[src/console_params.svh]
// Console capture parameters: ID width, line depth, console addresses
`ifndef CONSOLE_PARAMS_SVH
`define CONSOLE_PARAMS_SVH

// AXI write ID width, one line buffer per ID
`define CON_ID_W 2

// Characters held per ID buffer, one slot kept back for the newline
`define CON_LINE_DEPTH 16

// Shared stderr byte, carries the exit code
`define CON_STDERR_ADDR 32'h5FFF0000

// Tile 0 stdout, each further tile 4 bytes up
`define CON_STDOUT_BASE 32'h5FFF0004

// ASCII line feed
`define CON_NEWLINE 8'd10

`endif
[src/console_pkg.sv]
// Console capture types: bus vectors, counters and drain FSM states
package console_pkg;

  `include "console_params.svh"

  typedef logic [31:0]          addr_t;     // AXI write address
  typedef logic [`CON_ID_W-1:0] axi_id_t;   // AXI write ID
  typedef logic [7:0]           char_t;     // One console byte

  // Buffer bookkeeping, wide enough for a full buffer of 16
  typedef logic [4:0]  fill_t;      // Occupancy of one ID buffer
  typedef logic [4:0]  line_cnt_t;  // Complete lines waiting
  typedef logic [15:0] ovf_cnt_t;   // Dropped characters, saturating

  // Drain FSM
  typedef enum logic [1:0] {
    DRAIN_IDLE, // Wait for any complete line
    DRAIN_PICK, // Fixed-priority ID choice
    DRAIN_SEND  // Pop one char per cycle up to newline
  } drain_state_e;

endpackage

[src/char_pop_if.sv]
// Character pop channel between the line store and the line drain
`timescale 1ns/1ps

`include "console_params.svh"

interface char_pop_if
  import console_pkg::*;
();

  logic [(1 << `CON_ID_W)-1:0] line_ready;  // Per ID, line count non-zero
  char_t                       head_char;   // Oldest char of pop_id
  logic                        head_nl;     // head_char is a newline

  axi_id_t pop_id;  // Buffer being read
  logic    pop;     // Remove head of pop_id at next edge

  modport store (
    output line_ready,
    output head_char,
    output head_nl,
    input  pop_id,
    input  pop
  );

  modport drain (
    input  line_ready,
    input  head_char,
    input  head_nl,
    output pop_id,
    output pop
  );

endinterface

[src/char_push_if.sv]
// Character push channel from the write snooper into the line store
`timescale 1ns/1ps

interface char_push_if
  import console_pkg::*;
();

  logic    push;       // One-cycle strobe, no ready
  axi_id_t push_id;    // Target line buffer
  char_t   push_char;  // Captured byte
  logic    push_nl;    // push_char is a newline

  // Snooper side drives everything
  modport snoop (output push, output push_id, output push_char, output push_nl);

  // Store always accepts, drops when full
  modport store (input push, input push_id, input push_char, input push_nl);

endinterface

[src/console_snoop.sv]
// Console capture top: snooper, per-ID line store and line drain
`timescale 1ns/1ps

module console_snoop
  import console_pkg::*;
#(
  parameter int TILE_IDX = 0  // Tile whose stdout slot is watched
) (
  input  logic     clk,
  input  logic     rst_i,
  // Snooped AXI write strobes
  input  logic     aw_valid_i,
  input  addr_t    aw_addr_i,
  input  axi_id_t  aw_id_i,
  input  logic     w_valid_i,
  input  char_t    w_data_i,
  // Character stream
  output logic     char_valid_o,
  output char_t    char_o,
  output axi_id_t  char_id_o,
  output logic     line_end_o,
  // Exit code and status
  output logic     exit_valid_o,
  output char_t    exit_code_o,
  output ovf_cnt_t overflow_cnt_o
);

  char_push_if push_if ();
  char_pop_if  pop_if ();

  write_snoop #(
    .TILE_IDX (TILE_IDX)
  ) u_write_snoop (
    .clk          (clk),
    .rst_i        (rst_i),
    .aw_valid_i   (aw_valid_i),
    .aw_addr_i    (aw_addr_i),
    .aw_id_i      (aw_id_i),
    .w_valid_i    (w_valid_i),
    .w_data_i     (w_data_i),
    .exit_valid_o (exit_valid_o),
    .exit_code_o  (exit_code_o),
    .push         (push_if.snoop)
  );

  line_store u_line_store (
    .clk            (clk),
    .rst_i          (rst_i),
    .push           (push_if.store),
    .pop            (pop_if.store),
    .overflow_cnt_o (overflow_cnt_o)
  );

  line_drain u_line_drain (
    .clk          (clk),
    .rst_i        (rst_i),
    .pop          (pop_if.drain),
    .char_valid_o (char_valid_o),
    .char_o       (char_o),
    .char_id_o    (char_id_o),
    .line_end_o   (line_end_o)
  );

endmodule

[src/line_drain.sv]
// Line drain: picks the lowest ID with a complete line and streams it out
`timescale 1ns/1ps

`include "console_params.svh"

module line_drain
  import console_pkg::*;
(
  input  logic      clk,
  input  logic      rst_i,
  char_pop_if.drain pop,
  output logic      char_valid_o,
  output char_t     char_o,
  output axi_id_t   char_id_o,
  output logic      line_end_o
);

  localparam int NUM_IDS = 1 << `CON_ID_W;

  drain_state_e state_q, state_d;
  axi_id_t      sel_q;    // ID being drained
  axi_id_t      pick_id;  // Lowest ready ID

  // Fixed priority, lowest index wins
  always_comb begin
    pick_id = '0;
    for (int i = NUM_IDS - 1; i >= 0; i--) begin
      if (pop.line_ready[i]) pick_id = axi_id_t'(i);
    end
  end

  always_comb begin
    state_d = state_q;
    case (state_q)
      DRAIN_IDLE: if (|pop.line_ready) state_d = DRAIN_PICK;
      DRAIN_PICK: state_d = DRAIN_SEND;
      DRAIN_SEND: if (pop.head_nl) state_d = DRAIN_IDLE;  // Newline is last pop
      default:    state_d = DRAIN_IDLE;
    endcase
  end

  always_ff @(posedge clk) begin
    if (rst_i) begin
      state_q <= DRAIN_IDLE;
      sel_q   <= '0;
    end else begin
      state_q <= state_d;
      if (state_q == DRAIN_PICK) sel_q <= pick_id;  // Held for the whole line
    end
  end

  // One pop per cycle while sending
  assign pop.pop    = (state_q == DRAIN_SEND);
  assign pop.pop_id = sel_q;

  // Output strobe, one cycle behind the pop
  always_ff @(posedge clk) begin
    if (rst_i) begin
      char_valid_o <= 1'b0;
      line_end_o   <= 1'b0;
    end else begin
      char_valid_o <= pop.pop;
      line_end_o   <= pop.pop & pop.head_nl;
    end
  end

  // Payload
  always_ff @(posedge clk) begin
    if (pop.pop) begin
      char_o    <= pop.head_char;
      char_id_o <= sel_q;
    end
  end

endmodule

[src/line_store.sv]
// Line store: per-ID character FIFOs with newline counts and overflow counting
`timescale 1ns/1ps

`include "console_params.svh"

module line_store
  import console_pkg::*;
(
  input  logic       clk,
  input  logic       rst_i,
  char_push_if.store push,
  char_pop_if.store  pop,
  output ovf_cnt_t   overflow_cnt_o
);

  localparam int NUM_IDS = 1 << `CON_ID_W;
  localparam int PTR_W   = $clog2(`CON_LINE_DEPTH);

  typedef logic [PTR_W-1:0] ptr_t;

  char_t     mem_q  [NUM_IDS][`CON_LINE_DEPTH];  // Character storage
  ptr_t      wptr_q [NUM_IDS];
  ptr_t      rptr_q [NUM_IDS];
  fill_t     fill_q [NUM_IDS];
  line_cnt_t lines_q[NUM_IDS];
  ovf_cnt_t  ovf_q;

  fill_t              fill_cur;     // Occupancy of the pushed ID
  logic               push_ok;      // Push fits
  logic               drop;         // Push rejected
  logic [NUM_IDS-1:0] push_sel;     // Accepted push per ID
  logic [NUM_IDS-1:0] pop_sel;      // Pop per ID
  logic [NUM_IDS-1:0] push_nl_sel;  // Newline stored per ID
  logic [NUM_IDS-1:0] pop_nl_sel;   // Newline removed per ID

  // Wrap for non power of two depths too
  function automatic ptr_t next_ptr(input ptr_t p);
    if (p == ptr_t'(`CON_LINE_DEPTH - 1)) return '0;
    return p + 1'b1;
  endfunction

  // Newline may take the last slot, other chars may not
  assign fill_cur = fill_q[push.push_id];
  assign push_ok  = push.push && (push.push_nl ? (fill_cur < fill_t'(`CON_LINE_DEPTH))
                                               : (fill_cur < fill_t'(`CON_LINE_DEPTH - 1)));
  assign drop     = push.push & ~push_ok;

  always_comb begin
    for (int i = 0; i < NUM_IDS; i++) begin
      push_sel[i]    = push_ok && (push.push_id == axi_id_t'(i));
      pop_sel[i]     = pop.pop && (pop.pop_id == axi_id_t'(i));
      push_nl_sel[i] = push_sel[i] & push.push_nl;
      pop_nl_sel[i]  = pop_sel[i] & pop.head_nl;
      pop.line_ready[i] = (lines_q[i] != '0);
    end
  end

  // Head of the buffer the drain is looking at
  assign pop.head_char = mem_q[pop.pop_id][rptr_q[pop.pop_id]];
  assign pop.head_nl   = (pop.head_char == `CON_NEWLINE);

  always_ff @(posedge clk) begin
    if (push_ok) mem_q[push.push_id][wptr_q[push.push_id]] <= push.push_char;
  end

  // Pointers and counts, push and pop may hit the same ID together
  always_ff @(posedge clk) begin
    if (rst_i) begin
      for (int i = 0; i < NUM_IDS; i++) begin
        wptr_q[i]  <= '0;
        rptr_q[i]  <= '0;
        fill_q[i]  <= '0;
        lines_q[i] <= '0;
      end
    end else begin
      for (int i = 0; i < NUM_IDS; i++) begin
        if (push_sel[i]) wptr_q[i] <= next_ptr(wptr_q[i]);
        if (pop_sel[i])  rptr_q[i] <= next_ptr(rptr_q[i]);
        fill_q[i]  <= fill_q[i] + fill_t'(push_sel[i]) - fill_t'(pop_sel[i]);
        lines_q[i] <= lines_q[i] + line_cnt_t'(push_nl_sel[i])
                                 - line_cnt_t'(pop_nl_sel[i]);
      end
    end
  end

  // Dropped characters, saturating
  always_ff @(posedge clk) begin
    if (rst_i) begin
      ovf_q <= '0;
    end else if (drop && (ovf_q != '1)) begin
      ovf_q <= ovf_q + 1'b1;
    end
  end

  assign overflow_cnt_o = ovf_q;

endmodule

[src/write_snoop.sv]
// Write snooper: matches console addresses on AW and captures the paired W byte
`timescale 1ns/1ps

`include "console_params.svh"

module write_snoop
  import console_pkg::*;
#(
  parameter int TILE_IDX = 0  // Selects this tile's stdout address
) (
  input  logic         clk,
  input  logic         rst_i,
  input  logic         aw_valid_i,
  input  addr_t        aw_addr_i,
  input  axi_id_t      aw_id_i,
  input  logic         w_valid_i,
  input  char_t        w_data_i,
  output logic         exit_valid_o,
  output char_t        exit_code_o,
  char_push_if.snoop   push
);

  // Per-tile stdout slot, 4 bytes apart
  localparam addr_t STDOUT_ADDR = addr_t'(`CON_STDOUT_BASE + 32'(TILE_IDX) * 32'd4);

  logic    stdout_hit;    // AW matches stdout this cycle
  logic    stderr_hit;    // AW matches stderr this cycle
  logic    stdout_arm_q;  // Waiting for stdout data beat
  logic    stderr_arm_q;  // Waiting for stderr data beat
  logic    stdout_armed;  // Arm seen by this cycle's W
  logic    stderr_armed;
  axi_id_t id_q;          // ID of the pending stdout write
  axi_id_t id_eff;        // ID used by this cycle's W

  assign stdout_hit = aw_valid_i && (aw_addr_i == STDOUT_ADDR);
  assign stderr_hit = aw_valid_i && (aw_addr_i == `CON_STDERR_ADDR);

  // Same-cycle AW and W pair up directly
  assign stdout_armed = stdout_arm_q | stdout_hit;
  assign stderr_armed = stderr_arm_q | stderr_hit;
  assign id_eff       = stdout_hit ? aw_id_i : id_q;  // Newest AW wins

  // Arm flags, any W beat consumes them
  always_ff @(posedge clk) begin
    if (rst_i) begin
      stdout_arm_q <= 1'b0;
      stderr_arm_q <= 1'b0;
    end else begin
      stdout_arm_q <= stdout_armed & ~w_valid_i;
      stderr_arm_q <= stderr_armed & ~w_valid_i;
    end
  end

  // Stored write ID
  always_ff @(posedge clk) begin
    if (stdout_hit) id_q <= aw_id_i;
  end

  // Push strobe and exit flag
  always_ff @(posedge clk) begin
    if (rst_i) begin
      push.push    <= 1'b0;
      exit_valid_o <= 1'b0;
    end else begin
      push.push <= w_valid_i & stdout_armed;
      if (w_valid_i && stderr_armed) exit_valid_o <= 1'b1;  // Sticky until reset
    end
  end

  // Payload, qualified by the strobes above
  always_ff @(posedge clk) begin
    if (w_valid_i && stdout_armed) begin
      push.push_id   <= id_eff;
      push.push_char <= w_data_i;
      push.push_nl   <= (w_data_i == `CON_NEWLINE);  // Decoded once here
    end
    if (w_valid_i && stderr_armed) exit_code_o <= w_data_i;  // Last stderr byte kept
  end

endmodule

[config.mk]
export PLATFORM = sky130hd
export DESIGN_NAME = console_snoop
export DESIGN_NICKNAME = d
export VERILOG_FILES = /design/src/console_pkg.sv /design/src/char_pop_if.sv /design/src/char_push_if.sv /design/src/console_snoop.sv /design/src/line_drain.sv /design/src/line_store.sv /design/src/write_snoop.sv
export VERILOG_INCLUDE_DIRS = /design/src
export SDC_FILE = /design/constraint.sdc
export NUM_CORES = 1
export LEC_CHECK = 0
export BUFFER_PORTS_ARGS = -buffer_cell sky130_fd_sc_hd__buf_4
export CAP_MARGIN = 20
export CELL_PAD_IN_SITES_DETAIL_PLACEMENT = 1
export CELL_PAD_IN_SITES_GLOBAL_PLACEMENT = 1
export CORE_MARGIN = 2
export CORE_UTILIZATION = 57
export DETAILED_ROUTE_END_ITERATION = 16
export PLACE_DENSITY = 0.89
export SYNTH_ARGS = -nofsm -noshare
export SYNTH_HDL_FRONTEND = slang
export SYNTH_SLANG_ARGS = --single-unit
[constraint.sdc]
create_clock -name clk -period 9.9 [get_ports clk]
set_input_delay 0.495 -clock clk [delete_from_list [all_inputs] [get_ports clk]]
set_output_delay 0.495 -clock clk [all_outputs]
set_load 0.005 [all_outputs]
# [Word-level counts from Yosys, hierarchy flattened]
# Memory sizes are Yosys's and may differ from the RTL's. A register that Yosys moved wholly into a read port is not among the register bits.
# Index checks and enable logic that the tools add are counted.
# Widths: inputs -> output; s select.
[totals] elab_cells=254 mem_count=5 register_bits=57 output_inout_bits=37 mem_bits_rw=584
[classes] n_mux=121 order_cmp=5 n_eq_ne=23 n_reduce_logical=24 add_sub_neg=25 n_bitwise=35
[memory_table] name="u_line_store.mem_q" depth=4 width=128 read_ports=1 rd_clocked_by_memory_dff=1 wr=1 line="line_store.sv:21" source="char_t mem_q [NUM_IDS][`CON_LINE_DEPTH];"
[memory_table] name="u_line_store.fill_q" depth=4 width=5 read_ports=5 rd_clocked_by_memory_dff=1 wr=4 line="line_store.sv:24" source="fill_t fill_q [NUM_IDS];"
[memory_table] name="u_line_store.lines_q" depth=4 width=5 read_ports=4 rd_clocked_by_memory_dff=0 wr=4 line="line_store.sv:25" source="line_cnt_t lines_q[NUM_IDS];"
[memory_table] name="u_line_store.rptr_q" depth=4 width=4 read_ports=5 rd_clocked_by_memory_dff=1 wr=4 line="line_store.sv:23" source="ptr_t rptr_q [NUM_IDS];"
[memory_table] name="u_line_store.wptr_q" depth=4 width=4 read_ports=5 rd_clocked_by_memory_dff=1 wr=4 line="line_store.sv:22" source="ptr_t wptr_q [NUM_IDS];"
[op_table] cell="$mux 4" count=40
[op_table] cell="$mux 128" count=1
[op_table] cell="$eq 32x31->1 const B" count=2
[op_table] cell="$mux 1" count=53
[op_table] cell="$add 5x1->5" count=8
[op_table] cell="$mux 5" count=8
[op_table] cell="$sub 5x1->5" count=8
[op_table] cell="$add 4x1->4 const B" count=8
[op_table] cell="$bmux 8 s4" count=1
[op_table] cell="$demux 8 s4" count=1
[op_table] cell="$eq 4x4->1 const B" count=8
[op_table] cell="$mux 2" count=13
[op_table] cell="$mux 8" count=3
[op_table] cell="$reduce_bool 5->1" count=4
[op_table] cell="$or 1x1->1" count=18
[op_table] cell="$add 16x1->16 const B" count=1
[op_table] cell="$eq 8x4->1 const B" count=2
[op_table] cell="$ne 16x16->1 const B" count=1
[op_table] cell="$logic_and 1x1->1" count=15
[op_table] cell="$and 1x1->1" count=13
[op_table] cell="$eq 2x2->1 const B" count=5
[op_table] cell="$ge 5x5->1 const B" count=2
[op_table] cell="$not 4->5" count=2
[op_table] cell="$eq 2x1->1 const B" count=3
[op_table] cell="other kinds (9)" count=13

# [Depth between registers and ports, before layout]
# Gate-level depths: netlist (run 1).
[depth] word_depth=10 depth_mapped=19 ltp_nobuf=16

# [Modules after synthesis]
# Synthesis (run 1) repeated with hierarchy kept, for this count alone.
[hier_totals] hier_cells=1535 hier_area_um2=26705.6
[by_module_without_submodules] mod="line_store" n_inst=1 cells_each=1447 area_each_um2=25250.5
[by_module_without_submodules] mod="write_snoop" n_inst=1 cells_each=56 area_each_um2=930.9
[by_module_without_submodules] mod="line_drain" n_inst=1 cells_each=32 area_each_um2=524.3

# [Least setup slack after synthesis (run 1)]
# OpenSTA, ideal clock, no wires.
[synth_path] kind="register to register" from="register (tool-made name)" to="memory u_line_store.lines_q[1][4] (netlist bit)" t_arrival_ns=3.822 stages_incl_launch_ff=20 n_path_buf=3 path_slack_ns=6.008 path_cell_list="dfxtp_1 -> buf_2 -> clkbuf_1 -> clkbuf_1 -> mux4_2 -> mux2i_1 -> mux2i_1 -> a22oi_1 -> nand2_1 -> nor4_4 -> nand2_2 -> nor3_2 -> ha_1 -> inv_1 -> ha_1 -> fa_1 -> a21oi_1 -> nor2_1 -> or3_1 -> a21oi_1"
[synth_lines] item="end: declaration" line="line_store.sv:25"

==> results of run 1 <==
==> worst max-delay path: stages, from the launching register on <==
cell     delay (ps)
dfxtp_4         990
mux4_4          580
buf_4           820
mux2i_1         420
mux2i_1         140
a22oi_1         300
nand2_1         180
nor4_4          480
and3_1          250
ha_1            120
inv_1            40
ha_1            220
fa_1            410
a21oi_1         190
nor2_1           80
or3_1           360
a21oi_1         210
==> per-layer routing <==
layer	share of wire [%]	routed length, um	GRT usage, %
met1	37	25390	36.16
met2	54	36480	51.79
met3	6.3	4322	4.928
met4	2.9	1979	9.888
met5	0	0	0
==> stage by stage <==
stage / hold slack (ps) / power [mW] / worst slack [ps] / std cells / cell area (um2)
2_1_floorplan: 437.1 / 3.031 / 6008 / 1518 / 26600
3_3_place_gp: 461.5 / 3.056 / 4273 / 2161 / 27810
3_5_place_dp: 490.0 / 3.063 / 4037 / 2161 / 27810
4_1_cts: 74.80 / 5.579 / 3877 / 2277 / 29980
5_1_grt: 88.67 / 5.673 / 3482 / 2278 / 29980
6_report: 95.06 / 5.559 / 3871 / 2278 / 29980
==> layout by cell type, fill, tap and decap left out, types with 16 or more instances in the layout <==
cell type,instances
buf_4,99
mux4_2,135
nand2_1,47
inv_1,62
nor2b_1,22
a22oi_1,16
nor2_1,142
a21oi_1,28
mux2i_1,98
xor2_1,25
xnor2_1,28
edfxtp_1,573
dfxtp_1,70
clkbuf_16,69
ha_1,53
nand3_1,19
==> how the worst min path moves through the flow <==
stage	end	startpoint	slack [ps]
floorplan	u_line_drain.state_q[0]	u_line_drain.state_q[0]	440
global placement	u_line_drain.state_q[0]	u_line_drain.state_q[0]	460
detailed placement	u_line_drain.state_q[0]	u_line_drain.state_q[0]	490
CTS	u_write_snoop.stdout_arm_q	w_valid_i	70
global route	u_write_snoop.push.push_char[0]	w_data_i[0]	90
finish	u_write_snoop.stdout_arm_q	w_valid_i	100
==> sequential cells by signal, summed over array words and instances (netlist names), 8 cells and up, named ones only <==
name                          cells
u_write_snoop.push.push_char      8
u_line_store.lines_q             20
u_line_store.fill_q              20
u_write_snoop.exit_code_o         8
u_line_store.wptr_q              16
u_line_store.mem_q              512
u_line_store.rptr_q              16
u_line_store.overflow_cnt_o      16
u_line_drain.char_o               8
==> logic make-up (layout without fill, tap and decap cells) <==
kind of cell | count (synthesis) | count (layout)
multiplexers | 239 | 239
buffers and inverters | 125 | 278
AND/OR/NAND/NOR | 313 | 313
AO/OA/AOI/OAI | 82 | 82
adder cells (fa/ha/maj) | 61 | 61
XOR/XNOR | 53 | 53
flip-flops | 645 | 645
==> power groups by stage <==
stage          logic (mW)  registers [mW]  clock network (mW)
4_1_cts            0.0743            2.93                2.57
3_5_place_dp       0.0716            2.99                   0
3_3_place_gp       0.0660            2.99                   0
6_report           0.0751            2.93                2.55
2_1_floorplan      0.0426            2.99                   0
5_1_grt            0.0792            2.93                2.66
==> final cells by class <==
cell class              instances  area, um2
clock buffers                  83       1829
clock inverters                33      344.1
fillers                      3982      16280
inverters                      62      232.7
multi-input cells             748       7415
flip-flops and latches        645      18660
well taps                     607      759.5
repair buffers                100      748.2
==> impl_metrics.py, run 1 <==
metrics = {
    "synthesis": {
        "async_reset_ff_share_pct": 0,
        "synthAdderAreaFrac_pct": 3.095,
        "synthXorXnorAreaFrac_pct": 1.745,
        "synth_top_family_by_area": "multiplexers",
        "synth_commonest_cells": "573 x edfxtp_1, 142 x nor2_1, 136 x mux4_2",
        "synth_area_leader_cell": "edfxtp_1",
        "synth.distinct_cells": 51,
        "syn_inst": 1518,
        "synth-seq-cells": 645,
        "synth_edf_count": 573,
        "synthFlopType": "edfxtp_1",
        "synthMuxAreaShare_pct": 15.41,
        "synth_top_area_share_pct": 64.68,
        "yosys.area_share.simple_pct": 5.673,
        "synth_nets": 1625,
        "synth_compound_area_share_pct": 1.938,
        "ys_seq_area_share_pct": 70.10,
        "synth_area_um2": 26600,
        "netlist_top_cells_area": "edfxtp_1 65%, mux4_2 12%, dfxtp_1 5.4%",
        "yosysMostFrequentCell": "edfxtp_1",
        "syn_area_per_cell_um2": 17.52,
        "yosys_warnings": 0,
    },
    "setup_path": {
        "regToRegEndpoint": "u_line_store.lines_q[0][4]",
        "rr_worst_depth": 16,
        "required_ps": 10390,
        "cp.arrival_ps": 6520,
        "path_class": "reg2reg",
        "crit_fanout": 59,
        "crit_end": "u_line_store.lines_q[0][4]",
        "critPathLaunchType": "flop",
        "ff2ff_setup_slack_ps": 3870,
        "cp-end-kind": "flop",
    },
    "power": {
        "pwr-share-seq_pct": 52.8,
        "leakage_nw": 9.978,
        "pwr-share-clk_pct": 45.9,
        "p_switching_mw": 1.110,
        "combPwrFrac_pct": 1.4,
        "intPower_mw": 4.449,
        "power.density_nw_per_um2": 185.4,
        "switching_share_pct": 19.96,
        "ir_worst_vdd_v": 0.0001892,
    },
    "sta": {
        "slew_violations": 0,
        "fmax_mhz": 165.9,
        "finClkSkew_ps": 34.90,
        "hold_viol": 0,
        "period_share_pct": 60.89,
        "period_needed_ps": 6029,
        "setup_viol": 0,
        "setup_tns_ps": 0,
        "relSlewSlack_pct": 24.77,
        "rsz0062_at_grt": "false",
        "worst_pin_slew_ps": 1120,
    },
    "detailed_routing": {
        "totalWireLength_um": 68180,
        "post_drt_wl_per_cell_um": 29.93,
        "drc": 0,
        "detail-route-antenna-nets": 0,
        "vias": 14380,
        "drtPass1Iterations": 6,
        "vias_per_cell": 6.312,
        "drtIter0Drc": 1386,
    },
    "cells_and_area": {
        "area_growth_pct": 12.72,
        "fin_util_pct": 64.82,
        "finalNetCount": 1730,
        "antenna_cells": 0,
        "layout-drive-gt1-share_pct": 21.18,
    },
    "floorplanning": {
        "fp.dieW_um": 220.0,
        "fp.dieH_um": 220.0,
        "io_pins": 83,
        "dieArea_um2": 48410,
        "coreArea_um2": 46260,
        "initial_core_util_pct": 57.50,
        "core.rowCount": 79,
    },
    "min_path": {
        "hold_class": "in2reg",
        "holdPathStages": 2,
    },
    "clock_network": {
        "cts_tree": "yes",
        "cts.root.buffer_cell": "clkbuf_16",
        "postCtsSetupRepairBufs": 0,
        "htree_levels": 3,
        "path_clk_slew_ps": 60,
        "worstSkewPairLatency_ps": 610,
        "cts_resized": 0,
        "numCtsBuffers": 66,
        "clock_sinks": 645,
        "cts_max_path_buffers": 3,
        "ctsHoldBuffers": 0,
    },
    "placed_design": {
        "gp_congestion": 0.8085,
        "port_buffers": 82,
        "dp_hpwl_um": 41180,
    },
    "global_route": {
        "grt_max_degree": 83,
        "overflow": 0,
        "antenna_found_initial": 0,
        "grt.total_usage_pct": 29.10,
        "grt_pass1_vias": 15650,
        "grt_pass1_wl_um": 102000,
    },
    "run": {
        "drv_cap": 0,
    },
    "outcome": {
        "run_status": "finished, final reports clean",
    },
}
Power figures use the tool's default switching activity.
==> inputs of run 2 (changes only) <==
--- a/config.mk
+++ b/config.mk
@@ -6,14 +6,15 @@
 export SDC_FILE = /design/constraint.sdc
 export NUM_CORES = 1
 export LEC_CHECK = 0
+export ABC_AREA = 1
 export BUFFER_PORTS_ARGS = -buffer_cell sky130_fd_sc_hd__buf_4
 export CAP_MARGIN = 20
 export CELL_PAD_IN_SITES_DETAIL_PLACEMENT = 1
 export CELL_PAD_IN_SITES_GLOBAL_PLACEMENT = 1
 export CORE_MARGIN = 2
-export CORE_UTILIZATION = 57
+export CORE_UTILIZATION = 50
 export DETAILED_ROUTE_END_ITERATION = 16
-export PLACE_DENSITY = 0.89
+export PLACE_DENSITY = 0.86
 export SYNTH_ARGS = -nofsm -noshare
 export SYNTH_HDL_FRONTEND = slang
 export SYNTH_SLANG_ARGS = --single-unit
==> constraint.sdc (replaced) <==
create_clock -name clk -period 5.7 [get_ports clk]
set_input_delay 0.285 -clock clk [delete_from_list [all_inputs] [get_ports clk]]
set_output_delay 0.285 -clock clk [all_outputs]
set_load 0.005 [all_outputs]
==> impl_metrics.py, run 2 <==
metrics = {
    "setup_path": {
        "ff2ff_setup_slack_ps": 540,
        "required_ps": 6200,
        "crit_fanout": 106,
        "path_class": "reg2reg",
        "cp.arrival_ps": 5670,
        "rr_worst_depth": 21,
        "cp-end-kind": "flop",
        "regToRegEndpoint": "u_line_store.lines_q[2][4]",
        "critPathLaunchType": "flop",
    },
    "floorplanning": {
        "io_pins": 83,
        "fp.dieH_um": 243.2,
        "core.rowCount": 87,
        "initial_core_util_pct": 50.62,
        "fp.dieW_um": 243.2,
        "coreArea_um2": 56500,
        "dieArea_um2": 59130,
    },
    "cells_and_area": {
        "nFillCells": 6110,
        "final_area_um2": 31950,
        "layout-drive-gt1-share_pct": 7.592,
        "fin_util_pct": 56.55,
        "mostFrequentLayoutCells": "573 x nand2_1, 573 x edfxtp_1, 424 x nor2_1, 322 x inv_1, 286 x nand3_1",
        "antenna_cells": 0,
        "largest_reg_flops": 512,
        "area_growth_pct": 11.70,
        "finalNetCount": 2961,
        "stdcell_count": 3667,
    },
    "detailed_routing": {
        "drtIter0Drc": 1828,
        "drtPass1Iterations": 5,
        "vias": 21130,
        "vias_per_cell": 5.762,
        "totalWireLength_um": 83960,
        "detail-route-antenna-nets": 0,
        "drc": 0,
        "post_drt_wl_per_cell_um": 22.90,
    },
    "synthesis": {
        "netlist_top_cells_area": "edfxtp_1 60%, nand2_1 7.5%, nor2_1 5.6%",
        "synthMuxAreaShare_pct": 0.07875,
        "synth_compound_area_share_pct": 4.839,
        "async_reset_ff_share_pct": 0,
        "synthXorXnorAreaFrac_pct": 0.7350,
        "synth.distinct_cells": 43,
        "synth_area_um2": 28600,
        "synthAdderAreaFrac_pct": 2.879,
        "synth_commonest_cells": "573 x edfxtp_1, 573 x nand2_1, 424 x nor2_1",
        "synth_area_leader_cell": "edfxtp_1",
        "synthFlopType": "edfxtp_1",
        "synth-seq-cells": 645,
        "synth_top_area_share_pct": 60.17,
        "syn_inst": 2786,
        "ys_seq_area_share_pct": 65.21,
        "syn_area_per_cell_um2": 10.27,
        "synth_nets": 2893,
        "yosys_warnings": 0,
        "synth_top_family_by_area": "simple AND/OR/NAND/NOR gates",
        "synth_edf_count": 573,
        "yosys.area_share.simple_pct": 19.48,
    },
    "clock_network": {
        "numCtsBuffers": 69,
        "worstSkewPairLatency_ps": 610,
        "cts_tree": "yes",
        "cts_max_path_buffers": 3,
        "path_clk_slew_ps": 60,
        "cts.root.buffer_cell": "clkbuf_16",
        "htree_levels": 3,
        "clock_sinks": 645,
    },
    "placed_design": {
        "dp_cells": 3526,
        "dp_hpwl_um": 49780,
        "gp_congestion": 0.8293,
        "place_ws_ps": 814.2,
        "dpl_cell_area_um2": 29710,
        "port_buffers": 82,
    },
    "sta": {
        "worst_slack_ps": 537.8,
        "setup_tns_ps": 0,
        "period_share_pct": 90.57,
        "worst_pin_slew_ps": 1141,
        "setup_viol": 0,
        "period_needed_ps": 5162,
        "fmax_mhz": 193.7,
        "slew_violations": 0,
        "finClkSkew_ps": 36.96,
        "rsz0062_at_grt": "false",
        "relSlewSlack_pct": 23.91,
        "hold_viol": 0,
    },
    "global_route": {
        "antenna_found_initial": 0,
        "grt_pass1_vias": 23040,
        "grt.total_usage_pct": 28.32,
        "overflow": 0,
        "grt_max_degree": 189,
        "grt_pass1_wl_um": 129800,
    },
    "min_path": {
        "holdPathStages": 2,
        "hp-start": "rst_i",
        "hold_class": "in2reg",
        "hold_end": "u_line_store.lines_q[3][2]",
    },
    "power": {
        "pwr-share-clk_pct": 44.8,
        "pwr-share-seq_pct": 53.2,
        "intPower_mw": 7.566,
        "ir_worst_vdd_v": 0.0001915,
        "power.density_nw_per_um2": 299.7,
        "switching_share_pct": 20.97,
        "p_switching_mw": 2.008,
        "leakage_nw": 12.45,
        "combPwrFrac_pct": 2.0,
    },
    "outcome": {
        "run_status": "finished, final reports clean",
    },
    "run": {
        "drv_cap": 0,
    },
}
-- run 2: cell types whose count changed in the layout (fill, tap and decap cells not counted), sizes merged, moves of 16 or more --
cell    previous run  this run
nand2             48       578
mux2i             98         0
a22oi             16         0
nand3             19       286
o211ai             0        21
o21ai             11       157
xnor2             28         6
nor2b             22         0
nor2             142       424
inv               65       330
clkbuf            84       100
a21oi             28        50
mux4             136         0
-- run 2: power by group through the flow --
stage	combinational, mW	clock, mW	sequential (mW)
floorplan	0.0960	0	5.19
global placement	0.164	0	5.19
detailed placement	0.175	0	5.20
global route	0.202	4.49	5.09
CTS	0.186	4.31	5.10
finish	0.190	4.29	5.10
-- run 2: repair_timing --
action / in CTS / in global routing
hold endpoints to repair: 22 / 0
hold buffers: 11 / 0
buffers inserted: 0 / 0
gates resized for setup: 0 / 0
-- run 2: how the worst max path moves through the flow --
stage	startpoint	slack, ps	end	cells after the start
after floorplan	flop	2710	u_line_store.lines_q[0][4]	20
after global placement	flop	960	u_line_store.lines_q[3][4]	24
after detailed placement	flop	810	u_line_store.lines_q[0][4]	24
after CTS	flop	690	u_line_store.lines_q[2][4]	21
after global routing	flop	310	u_line_store.lines_q[0][4]	26
final	flop	540	u_line_store.lines_q[2][4]	21
-- run 2: cell families after synthesis --
group	after synthesis
compound gates	251
xor+xnor	24
simple gates	1350
fa+ha+maj	61
flops	645
buf+inv	453
mux	2
-- run 2: cell type report --
class	instances	area [um2]	share of cell area, %
Sequential cell	645	18660	58.40
Multi-Input combinational cell	1688	8011	25.08
Clock buffer	100	1937	6.063
Inverter	331	1252	3.921
Timing Repair Buffer	119	968.4	3.031
Tap cell	756	945.9	2.961
Clock inverter	28	175.2	0.5483
-- run 2: metal layers --
layer	up-vias	track usage [%]	share of wire, %
met3	214	3.881	5.8
met4	0	12.96	4.0
li1	9418	-	-
met2	875	50.71	52
met5	-	0	0
met1	10620	33.86	38
-- run 2: through the flow --
stage          power [mW]  hold slack, ps
4_1_cts             9.595           98.03
5_1_grt             9.787           136.1
2_1_floorplan       5.288           362.6
3_3_place_gp        5.358           468.9
6_report            9.574           119.9
3_5_place_dp        5.371           471.9
-- run 2: worst max-delay path: stages, from the launching register on --
cell	delay, ps
dfxtp_4	400
inv_6	510
buf_4	900
o21ai_0	350
nand3_1	210
nand3_1	110
nand3_1	90
nand3_1	190
nand2_1	180
nand2_1	80
nor2_1	150
nand2_2	190
nor2_1	160
ha_1	170
inv_1	60
ha_1	220
fa_1	410
nand2_1	90
a21oi_1	60
nor2_1	110
o21ai_0	80
a21oi_1	130
==> inputs of run 3 (changes only) <==
--- a/config.mk
+++ b/config.mk
@@ -6,13 +6,13 @@
 export SDC_FILE = /design/constraint.sdc
 export NUM_CORES = 1
 export LEC_CHECK = 0
-export ABC_AREA = 1
+export ABC_AREA = 0
 export BUFFER_PORTS_ARGS = -buffer_cell sky130_fd_sc_hd__buf_4
 export CAP_MARGIN = 20
 export CELL_PAD_IN_SITES_DETAIL_PLACEMENT = 1
 export CELL_PAD_IN_SITES_GLOBAL_PLACEMENT = 1
 export CORE_MARGIN = 2
-export CORE_UTILIZATION = 50
+export CORE_UTILIZATION = 54
 export DETAILED_ROUTE_END_ITERATION = 16
 export PLACE_DENSITY = 0.86
 export SYNTH_ARGS = -nofsm -noshare
==> impl_metrics.py, run 3 (synthesized netlist as in run 1, its figures left out) <==
metrics = {
    "sta": {
        "fmax_mhz": 187.6,
        "period_share_pct": 93.50,
        "finClkSkew_ps": 12.30,
        "slew_violations": 0,
        "rsz0062_at_grt": "false",
        "worst_pin_slew_ps": 1055,
        "relSlewSlack_pct": 29.67,
        "setup_tns_ps": 0,
        "hold_viol": 0,
        "setup_viol": 0,
        "period_needed_ps": 5329,
        "worst_slack_ps": 370.6,
    },
    "clock_network": {
        "clock_sinks": 645,
        "cts_resized": 0,
        "numCtsBuffers": 61,
        "htree_levels": 2,
        "worstSkewPairLatency_ps": 630,
        "cts_tree": "yes",
        "path_clk_slew_ps": 60,
        "cts_max_path_buffers": 3,
        "ctsHoldBuffers": 11,
        "postCtsSetupRepairBufs": 0,
        "cts.root.buffer_cell": "clkbuf_16",
    },
    "floorplanning": {
        "initial_core_util_pct": 54.57,
        "io_pins": 83,
        "coreArea_um2": 48750,
        "fp.dieW_um": 225.9,
        "dieArea_um2": 51050,
        "core.rowCount": 81,
        "fp.dieH_um": 225.9,
    },
    "cells_and_area": {
        "finalNetCount": 1737,
        "layout-drive-gt1-share_pct": 20.62,
        "antenna_cells": 0,
        "final_common_cell": "edfxtp_1",
        "area_growth_pct": 12.89,
        "mostFrequentLayoutCells": "573 x edfxtp_1, 142 x nor2_1, 135 x mux4_2, 98 x mux2i_1, 94 x buf_4",
        "largest_reg_flops": 512,
    },
    "min_path": {
        "holdPathStages": 4,
        "hold_class": "in2reg",
        "hp-start": "aw_addr_i[2]",
    },
    "placed_design": {
        "dp_hpwl_um": 38810,
        "place_ws_ps": 440.9,
        "gp_congestion": 0.8470,
        "port_buffers": 82,
    },
    "setup_path": {
        "crit_fanout": 104,
        "path_cells": "buf_12 -> mux4_2 -> mux2i_1 -> mux2i_1 -> a22oi_1 -> nand2_1 -> nor4_4 -> nand2_2 -> nor2_1 -> ha_1 -> inv_1 -> ha_1 -> fa_1 -> a21oi_1 -> nor2_1 -> or3_1 -> a21oi_1",
        "rr_worst_depth": 17,
        "path_class": "reg2reg",
        "critPathLaunchType": "flop",
        "slowest_delay_ps": 620,
        "cp.arrival_ps": 5870,
        "required_ps": 6240,
        "cp-end-kind": "flop",
        "worst_path_max_delay_cell": "mux4_2",
    },
    "global_route": {
        "grt.total_usage_pct": 24.80,
        "grt_pass1_wl_um": 93620,
        "grt_max_degree": 117,
        "antenna_found_initial": 0,
        "grt_pass1_vias": 15240,
        "overflow": 0,
    },
    "detailed_routing": {
        "drtIter0Drc": 980,
        "drtPass1Iterations": 5,
        "vias": 14090,
        "post_drt_wl_per_cell_um": 26.31,
        "detail-route-antenna-nets": 0,
        "totalWireLength_um": 61610,
        "drc": 0,
        "vias_per_cell": 6.017,
    },
    "outcome": {
        "run_status": "finished, final reports clean",
    },
    "power": {
        "power.density_nw_per_um2": 307.8,
        "ir_worst_vdd_v": 0.0002248,
        "leakage_nw": 9.963,
    },
    "run": {
        "drv_cap": 0,
    },
}
-- run 3: cell count changes in the layout (fill, tap and decap cells not counted), sizes merged, moves of 23 or more --
cell / change
clkbuf: -23
inv: -268
mux2i: +98
mux4: +136
nand2: -530
nand3: -267
nor2: -282
o21ai: -146
-- run 3: metal layers --
layer / global-route usage, % / wire, um / vias to the layer above
met5: 0 / 0 / -
met4: 8.054 / 1882 / 0
met3: 4.554 / 3145 / 119
met2: 43.21 / 32260 / 449
met1: 31.56 / 24320 / 7423
li1: - / - / 6101
-- run 3: power breakdown --
group	total [mW]	switching [mW]	internal, mW
sequential	5.09	0.0121	5.08
clock	4.01	1.72	2.29
combinational	0.136	0.0742	0.0619
-- run 3: path summary, 6_finish.rpt --
path | slack [ps] | to
max | 370 | u_line_store.lines_q[3][4]
min | 100 | u_write_snoop.stderr_arm_q
max reg2reg | 370 | u_line_store.lines_q[3][4]
min reg2reg | 490 | u_line_drain.state_q[0]
-- run 3: stage by stage --
stage | util, % | total power [mW] | cell area, um2 | std cells | hold WS (ps)
6_report | 61.60 | 9.243 | 30030 | 2342 | 100.4
5_1_grt | 61.60 | 9.449 | 30030 | 2342 | 105.5
4_1_cts | 61.47 | 9.295 | 29970 | 2338 | 68.56
3_5_place_dp | 57.23 | 5.321 | 27900 | 2216 | 482.5
3_3_place_gp | 57.23 | 5.312 | 27900 | 2216 | 462.0
2_1_floorplan | - | 5.264 | 26600 | 1518 | 361.1
-- run 3: critical path: cells and delay by family (launching register included) --
| family | cells | cell delay, ps |
|---|---|---|
| buffers and inverters | 2 | 610 |
| and+or+nand+nor | 6 | 1350 |
| AOI/OAI and AO/OA | 3 | 560 |
| muxes | 3 | 1050 |
| DFF | 1 | 580 |
| adders and majority gates | 3 | 770 |
-- run 3: layout make-up --
cell class                 instances  area, um2
multi-input combinational        748       7415
clock buffer                      77       1638
tap                              664      830.8
timing repair buffer             112      938.4
clock inverter                    34      319.1
sequential                       645      18660
fill                            4307      18720
inverter                          62      232.7
